<file path="src/common/alpha_pkg.sv">
package alpha_pkg;

	// start button front end
	localparam int button_pipe_depth = 7; // sampling stages, edge taken from the top two

	// startup sequence timing, all in clock cycles
	localparam int lead_cycles = 11; // sequence start to dreset rise
	localparam int pulse_cycles = 10; // high time of dreset, sync, tok_a_f2t
	localparam int gap_cycles = 10; // low time between pulses, also the tail

	// longest phase has to fit the timer
	localparam int timer_width = 4;

	// serial return path
	localparam int word_bits = 10; // chip sends 10-bit words
	localparam int bit_count_width = 4; // counts 0 .. word_bits-1

	// sequencer phases in the order they are walked
	typedef enum logic [2:0] {
		idle, // lines low, waiting for a start pulse
		lead, // settle time before dreset
		dreset_high,
		gap_sync,
		sync_high,
		gap_tok,
		tok_high,
		tail // last gap, sequence_active still high
	} seq_phase_t;

endpackage

</file>
<file path="src/common/phase_timer_if.sv">
interface phase_timer_if;
	import alpha_pkg::*;

	logic load; // start timing a new phase
	logic [timer_width-1:0] duration; // phase length, taken with load
	logic expired; // last cycle of the phase
	logic running; // a phase is being timed

	// state machine side
	modport sequencer (
		output load,
		output duration,
		input expired,
		input running
	);

	// counter side
	modport timer (
		input load,
		input duration,
		output expired,
		output running
	);

endinterface

</file>
<file path="src/hdl/alpha_startup.sv">
module alpha_startup (
	input logic clock,
	input logic reset,
	input logic start_button,
	input logic serial_bit, // data back from the chip
	output logic dreset,
	output logic sync,
	output logic tok_a_f2t,
	output logic sequence_active,
	output logic [alpha_pkg::word_bits-1:0] word,
	output logic word_ready
);

	logic start_pulse; // one cycle per button press

	phase_timer_if tmr_if ();

	// button front end
	start_edge_detect u_start_edge_detect (
		.clock (clock),
		.reset (reset),
		.button (start_button),
		.start_pulse (start_pulse)
	);

	// control line sequence
	startup_sequencer u_startup_sequencer (
		.clock (clock),
		.reset (reset),
		.start_pulse (start_pulse),
		.tmr (tmr_if.sequencer),
		.dreset (dreset),
		.sync (sync),
		.tok_a_f2t (tok_a_f2t),
		.sequence_active (sequence_active)
	);

	phase_timer u_phase_timer (
		.clock (clock),
		.reset (reset),
		.tmr (tmr_if.timer)
	);

	// return path, independent of the sequence
	word_deserializer u_word_deserializer (
		.clock (clock),
		.reset (reset),
		.serial_bit (serial_bit),
		.word (word),
		.word_ready (word_ready)
	);

endmodule

</file>
<file path="src/hdl/start_edge_detect.sv">
module start_edge_detect (
	input logic clock,
	input logic reset,
	input logic button, // raw, asynchronous to clock
	output logic start_pulse
);
	import alpha_pkg::*;

	// button samples, newest in bit 0
	logic [button_pipe_depth-1:0] button_pipe;
	logic rising; // low-to-high step between the two oldest samples

	// first stages double as a crude synchronizer
	assign rising = (button_pipe[button_pipe_depth-1:button_pipe_depth-2] == 2'b01);

	always_ff @(posedge clock) begin
		if (reset) begin
			button_pipe <= '0;
			start_pulse <= 1'b0;
		end else begin
			button_pipe <= {button_pipe[button_pipe_depth-2:0], button};
			start_pulse <= rising; // one cycle only, held button gives one pulse
		end
	end

endmodule

</file>
<file path="src/hdl/word_deserializer.sv">
module word_deserializer (
	input logic clock,
	input logic reset,
	input logic serial_bit,
	output logic [alpha_pkg::word_bits-1:0] word,
	output logic word_ready
);
	import alpha_pkg::*;

	logic [word_bits-2:0] shifter; // earliest bit drifts down to bit 0
	logic [bit_count_width-1:0] bit_count; // bits taken into the current word
	logic last_bit; // this edge samples the tenth bit

	assign last_bit = (bit_count == bit_count_width'(word_bits - 1));

	// one bit per clock with the lsb first on the line
	always_ff @(posedge clock) begin
		shifter <= {serial_bit, shifter[word_bits-2:1]};
	end

	// word alignment is fixed by reset
	always_ff @(posedge clock) begin
		if (reset) begin
			bit_count <= '0;
			word <= '0;
			word_ready <= 1'b0;
		end else begin
			word_ready <= 1'b0;
			if (last_bit) begin
				bit_count <= '0;
				word <= {serial_bit, shifter}; // includes the bit on the line now
				word_ready <= 1'b1;
			end else begin
				bit_count <= bit_count + 1'b1;
			end
		end
	end

	// strobes come a full word apart
	a_strobe_spacing: assert property (@(posedge clock) disable iff (reset)
		word_ready |=> (!word_ready) [* word_bits-1])
		else $error("word_ready strobes closer than one word");

endmodule

</file>
<file path="src/sequencer/phase_timer.sv">
module phase_timer (
	input logic clock,
	input logic reset,
	phase_timer_if.timer tmr
);
	import alpha_pkg::*;

	logic [timer_width-1:0] count; // cycles left in the phase, 0 on the last one

	// load of duration D gives expired on the D-th cycle after the load edge
	always_ff @(posedge clock) begin
		if (reset) begin
			count <= '0;
			tmr.running <= 1'b0;
			tmr.expired <= 1'b0;
		end else if (tmr.load) begin
			// also a restart when already running
			count <= tmr.duration - 1'b1;
			tmr.running <= (tmr.duration != '0);
			tmr.expired <= (tmr.duration == timer_width'(1)); // one-cycle phase
		end else if (tmr.running) begin
			if (count == '0) begin
				tmr.running <= 1'b0; // phase over, nobody reloaded
				tmr.expired <= 1'b0;
			end else begin
				count <= count - 1'b1;
				tmr.expired <= (count == timer_width'(1)); // next value is the last
			end
		end
	end

	// expired has to sit inside a timed phase
	a_expired_running: assert property (@(posedge clock) disable iff (reset)
		tmr.expired |-> tmr.running)
		else $error("phase timer expired while not running");

endmodule

</file>
<file path="src/sequencer/startup_sequencer.sv">
module startup_sequencer (
	input logic clock,
	input logic reset,
	input logic start_pulse,
	phase_timer_if.sequencer tmr,
	output logic dreset,
	output logic sync,
	output logic tok_a_f2t,
	output logic sequence_active
);
	import alpha_pkg::*;

	seq_phase_t phase; // phase we are in now
	seq_phase_t next_phase; // phase entered on the coming edge

	// phase walk, a start pulse always wins
	always_comb begin
		next_phase = phase;
		if (start_pulse) begin
			next_phase = lead; // restart from the top, also mid-sequence
		end else if (tmr.expired) begin
			case (phase)
				lead: next_phase = dreset_high;
				dreset_high: next_phase = gap_sync;
				gap_sync: next_phase = sync_high;
				sync_high: next_phase = gap_tok;
				gap_tok: next_phase = tok_high;
				tok_high: next_phase = tail;
				tail: next_phase = idle; // done
				default: next_phase = idle;
			endcase
		end else if (phase != idle && !tmr.running) begin
			next_phase = idle; // timer dropped out under us, give up the sequence
		end
	end

	// new phase gets its length on the entry edge
	// load can land on the expired cycle, so phases chain with no dead cycle
	assign tmr.load = (next_phase != idle) && (start_pulse || tmr.expired);

	always_comb begin
		case (next_phase)
			lead: tmr.duration = timer_width'(lead_cycles);
			dreset_high,
			sync_high,
			tok_high: tmr.duration = timer_width'(pulse_cycles);
			gap_sync,
			gap_tok,
			tail: tmr.duration = timer_width'(gap_cycles);
			default: tmr.duration = '0; // idle, not loaded
		endcase
	end

	// outputs follow the phase being entered, so they switch on the same edge
	always_ff @(posedge clock) begin
		if (reset) begin
			phase <= idle;
			dreset <= 1'b0;
			sync <= 1'b0;
			tok_a_f2t <= 1'b0;
			sequence_active <= 1'b0;
		end else begin
			phase <= next_phase;
			dreset <= (next_phase == dreset_high);
			sync <= (next_phase == sync_high);
			tok_a_f2t <= (next_phase == tok_high);
			sequence_active <= (next_phase != idle);
		end
	end

	// chip must never see two control lines up together
	a_one_line_high: assert property (@(posedge clock) disable iff (reset)
		$onehot0({dreset, sync, tok_a_f2t}))
		else $error("more than one control line high");

endmodule
</file>
<file path="config.mk">
export PLATFORM = sky130hd
export DESIGN_NAME = alpha_startup
export DESIGN_NICKNAME = d
export VERILOG_FILES = /design/src/common/alpha_pkg.sv /design/src/common/phase_timer_if.sv /design/src/hdl/alpha_startup.sv /design/src/hdl/start_edge_detect.sv /design/src/hdl/word_deserializer.sv /design/src/sequencer/phase_timer.sv /design/src/sequencer/startup_sequencer.sv
export SDC_FILE = /design/constraint.sdc
export NUM_CORES = 1
export LEC_CHECK = 0
export ABC_AREA = 0
export BUFFER_PORTS_ARGS = -buffer_cell sky130_fd_sc_hd__buf_4
export CAP_MARGIN = 10
export CORE_MARGIN = 1.5
export CORE_UTILIZATION = 43
export DETAILED_ROUTE_END_ITERATION = 6
export PLACE_DENSITY = 0.65
export SLEW_MARGIN = 20
export SYNTH_ARGS = -nofsm -noshare
export SYNTH_HDL_FRONTEND = slang
export SYNTH_SLANG_ARGS = --single-unit
export TNS_END_PERCENT = 100
</file>
<file path="constraint.sdc">
create_clock -name clock -period 2.44 [get_ports clock]
set_input_delay 0.488 -clock clock [delete_from_list [all_inputs] [get_ports clock]]
set_output_delay 0.488 -clock clock [all_outputs]
set_load 0.1 [all_outputs]
</file>
# Word level (Yosys, flattened, before mapping)
# Index checks and enable logic that the tools add are counted.
[totals]
out_inout_bits = 15
ff_bits = 45
word_cells = 62
[classes]
mux = 15
n_reduce_logical = 12
eq_ne = 18
n_addsub = 3
[op_table]
columns = ["cell", "count"]
rows = [
  ["3-bit == test (second input constant)", 7],
  ["3-bit one-hot mux with 6 select lines", 1],
  ["3-bit by 2-bit == test with 1-bit output (second input constant)", 4],
  ["4-bit 2-to-1 mux", 3],
  ["3-bit 2-to-1 mux", 3],
  ["4-bit by 1-bit == test with 1-bit output (second input constant)", 2],
  ["4-bit one-hot mux with 2 select lines", 1],
  ["4-bit by 1-bit subtractor with 4-bit output (second input constant)", 2],
  ["1-bit 2-to-1 mux", 7],
  ["3-bit by 1-bit == test with 1-bit output (second input constant)", 2],
  ["3-bit nonzero test", 2],
  ["6-bit OR reduction", 1],
  ["4-bit by 1-bit adder with 4-bit output (second input constant)", 1],
  ["4-bit == test (second input constant)", 1],
  ["4-bit zero test", 1],
  ["4-bit nonzero test", 1],
  ["2-bit by 1-bit == test with 1-bit output (second input constant)", 1],
  ["1-bit logical AND", 2],
  ["2-bit != test (second input constant)", 1],
  ["2-bit AND reduction", 1],
  ["2-bit nonzero test", 1],
  ["2-bit OR reduction", 1],
  ["1-bit zero test", 1],
  ["1-bit logical OR", 1],
]

# Longest topological paths before layout
[depth]
depth_word = 10
mapped_depth = 7
mapped_depth_nobuf = 7

# By module
# From an unflattened synthesis, not the netlist that was laid out.
[unflattened]
hier_cells = 183
area_unflattened_um2 = 1850.5
[by_module_without_submodules]
columns = ["mod", "seq_area_each_um2", "area_each_um2", "instances", "cells_each"]
rows = [
  ["word_deserializer", 480.5, 748.2, 1, 74],
  ["startup_sequencer", 140.1, 462.9, 1, 44],
  ["phase_timer", 120.1, 422.9, 1, 49],
  ["start_edge_detect", 160.2, 216.5, 1, 16],
]

# Worst setup path before layout
# OpenSTA, ideal clock, no wires.
[synth_timing]
kind = "flip-flop to flip-flop"
from = "register u_startup_sequencer.phase[0]"
to = "register u_phase_timer.tmr.expired"
period_less_slack_ns = 1.835
n_path_buf = 0
arrival_ns = 1.761
stages_incl_launch_ff = 8
setup_slack_ns = 0.605
cell_sequence = "dfxtp_1 inv_1 ha_1 o2111a_1 a211oi_4 a41oi_2 or2_1 o22ai_2"
[synth_between]
elab_chain_cells = 10
word_cells_on_any_way = 26
classes_between = "eq/ne: 14; mux: 6; reduce/logical: 6"
[synth_rtl]
columns = ["element", "line_no", "source"]
rows = [
  ["start: declaration", "startup_sequencer.sv:13", "seq_phase_t phase;"],
  ["start signal: assignment", "startup_sequencer.sv:57", "phase <= idle;"],
  ["start signal: assignment", "startup_sequencer.sv:63", "phase <= next_phase;"],
  ["parallel branches: the longest is 3 deep, another holds 3-bit one-hot mux with 6 select lines", "--", ""],
  ["3-bit 2-to-1 mux *", "startup_sequencer.sv:21", "end else if (tmr.expired) begin"],
  ["3-bit 2-to-1 mux *", "startup_sequencer.sv:19", "if (start_pulse) begin"],
  ["3-bit by 2-bit == test with 1-bit output / 3-bit == test (equally long branches)", "startup_sequencer.sv:42", "case (next_phase)"],
  ["6-bit OR reduction (no source line)", "--", ""],
  ["4-bit one-hot mux with 2 select lines", "startup_sequencer.sv:42", ""],
  ["4-bit by 1-bit == test with 1-bit output", "phase_timer.sv:20", "tmr.expired <= (tmr.duration == timer_width'(1));"],
  ["1-bit 2-to-1 mux", "phase_timer.sv:16", "end else if (tmr.load) begin"],
  ["end signal: assignment", "phase_timer.sv:20", ""],
  ["end signal: assignment", "phase_timer.sv:27", "tmr.expired <= (count == timer_width'(1));"],
  ["end: declaration", "phase_timer_if.sv:21", "output expired,"],
]
# Mark *: on every way between the ends.
# A chain may end at the register's enable or synchronous reset.

# Final worst setup path
# Same ends and word-level chain as after synthesis.

==> results.md <==
* Result of the run: completed
* Net Count, Synth at 155
* Number of levels in the clock H-tree at 2
* Number of antenna violations at the first check in global routing at 0
* Mean area per synthesized cell at 11.2 um2
* Max-slew violation count at 0
* Global-route wire length before repair at 4460 um
* Arrival time reported for the critical path endpoint at 2.26 ns
* YS warnings at 0
* Fillers at 302
* Initial detailed-routing violation count at 31
* Post-synthesis sequential element count at 45
* Number of rows created at floorplan at 21
* Detailed-route via count at 1034
* Kind of start point of the critical path: flop
* Clock network latency to the later pin of the worst-skew pair at 0.29 ns
* Ratio of final minimum period to clock period at 0.832
* Final Skew at 0.00391 ns
* Detailed-route DRC error count at 0
* Detailed Route WL at 2490 um
* Setup repair after global routing missed its margin: false
* Most frequent cell after synthesis: dfxtp_1
* Hold Violations, Final at 0
* Remaining global-route overflow at 0
* Layout cells sized above 1 at 0.190
* Post-route design area at 1870 um2
* Shortest clock period the worst path allows after layout at 2.03 ns
* Cells traversed along the worst timing path: inv_1 -> ha_1 -> nor2b_1 -> o31ai_1 -> a41oi_2 -> or2_1 -> o22ai_2
* Setup slack after layout at 0.409 ns
* Proportion of netlist area held by the largest area contributor at 0.565
* Final setup viols at 0
* Worst-Margin Slew at 0.688 ns
* Total global routing track utilization at 0.143
* Max FO, Critical Path at 5
* Slowest cell on the critical path: o31ai_1
* Avg Vias per Cell at 4.95
* Via count of the first global-routing pass at 998
* Placement Setup Slack at 0.445 ns
* Diodes inserted at 0
* CTS Sinks at 45
* Area of the core at 3440 um2
* Placement Cell Area at 1760 um2
* Worst Hold Class: input port to flop
* Top-Level Pins at 19
* Distinct cell type count of the synthesized netlist at 38
* Pwr Density at 710 nW/um2
* Leading cell types by count after synthesis: dfxtp_1, nor2_1, nor2b_1
* Detail-routed net length per standard cell at 11.9 um
* Sequential share of the synthesized area at 0.565
* Cell type with the largest total area after synthesis: dfxtp_1
* Effective utilization at floorplan at 0.463
* Post-detailed-placement half-perimeter wirelength at 1720 um
* Pin count of the biggest net entering global routing at 22
* Fraction of registers with async set or reset after synthesis at 0
* Port buffer count at 18
* Max Clock Freq at 0.492 GHz
* Setup TNS at 0 ns
* Post-CTS Hold Buffers at 0
* Longest Clk Path Bufs at 2
* Reported leakage power at 0.743 nW
* Routability congestion estimate from global placement at 0.840
* Max-cap violations at 0
* Dominant synthesized flop cell: dfxtp_1
* Critical Path Sink Type: flop
* Clock root buffer: clkbuf_8
* Die footprint at 4080 um2
* Number of nets in the layout at 175
* Max-slew headroom at the worst pin at 0.540
* Die extent in y at 63.9 um
* Required time of the critical path at 2.66 ns
* Initial DRT Pass Iterations at 4
* Hold Slack at 0.306 ns
* CTS tree: done
* Classification of the worst setup path: flop to flop
* CTS resizes at 0
* EDFF count, synth at 0
* Die span in x at 63.9 um
* Top cells by area, synth: dfxtp_1, ha_1, a22o_1, nor2b_1, nor2_1
* Final ANT Viol Nets at 0
* Area delta synth->final at 17.4%
* Total standard cell area after synthesis at 1600 um2
* Post-synthesis cell count at 142
* Maximum resistive drop on vdd at 0.000507 V
* Post-CTS setup buffers at 0
* Number of buffers created by CTS at 5
* Largest incremental delay on the critical path at 0.48 ns
* Worst-path clk slew at 0.08 ns
[area by class of cell]
type	count	area, um2	share of cell area
clock inverter	2	38.8	0.0207
inverter	6	22.5	0.0120
multi-input combinational	86	646	0.345
timing repair buffer	18	135	0.0721
clock buffer	6	72.6	0.0387
sequential	45	901	0.481
tap	46	57.6	0.0307
[critical path, delay by kind of cell, from the launching register on]
kind	cells	cell delay (ns)
AOI/OAI and AO/OA	3	0.82
adders and majority gates	1	0.22
buffers and inverters	1	0.10
DFF	1	0.39
and+or+nand+nor	2	0.43
[registers in the layout, summed over array words and instances (netlist names)]
signal / cells
u_startup_sequencer.phase: 3
u_phase_timer.tmr.running: 1
u_start_edge_detect.start_pulse: 1
u_start_edge_detect.button_pipe: 7
u_startup_sequencer.tok_a_f2t: 1
u_word_deserializer.bit_count: 4
u_phase_timer.tmr.expired: 1
u_word_deserializer.word: 10
u_startup_sequencer.sequence_active: 1
u_startup_sequencer.dreset: 1
u_phase_timer.count: 4
u_word_deserializer.word_ready: 1
u_startup_sequencer.sync: 1
u_word_deserializer.shifter: 9
[worst paths after layout]
check	endpoint	start	depth (start not counted)	slack, ns
worst max register to register	u_phase_timer.tmr.expired	u_startup_sequencer.phase[0]	7	0.41
worst min register to register	u_word_deserializer.shifter[6]	u_word_deserializer.shifter[7]	0	0.35
worst min-delay path	u_word_deserializer.shifter[8]	serial_bit	1	0.31
worst max-delay path	u_phase_timer.tmr.expired	u_startup_sequencer.phase[0]	7	0.41
[report_power, final]
| part | internal (mW) | total [mW] | switching, mW |
|---|---|---|---|
| Combinational | 0.0117 | 0.0289 | 0.0171 |
| Sequential | 0.749 | 0.756 | 0.00744 |
| Clock | 0.307 | 0.544 | 0.237 |
| Total | 1.07 | 1.33 | 0.261 |
[placed cells by master, fill, tap and decap left out, types with 5 or more instances in the layout]
cell type / Yosys / final
clkbuf_8: 0 / 5
nor2_1: 14 / 14
inv_1: 6 / 6
ha_1: 9 / 9
a22o_1: 10 / 10
dfxtp_1: 45 / 45
nor2b_1: 12 / 12
buf_4: 0 / 18
[metal layers]
layer | track usage | wire length (um) | vias up
met5 | 0 | 0 | -
met4 | 0.0489 | 22 | 0
met1 | 0.170 | 1140 | 487
li1 | - | - | 525
met3 | 0.0687 | 113 | 2
met2 | 0.224 | 1210 | 20
[cell families after synthesis]
| group | share of synthesized area |
|---|---|
| compound gates | 0.150 |
| xor+xnor | 0.0275 |
| mux | 0.00706 |
| fa+ha+maj | 0.0706 |
| flops | 0.565 |
| simple gates | 0.150 |
| buf+inv | 0.0306 |
[through the flow]
step	total power [mW]	cells	util
final	1.33	209	0.544
after CTS	1.35	209	0.544
after detailed placement	0.804	201	0.512
after global routing	1.40	209	0.544
after global placement	0.801	201	0.512
after floorplan	0.793	142	-
Power figures use the tool's default switching activity.
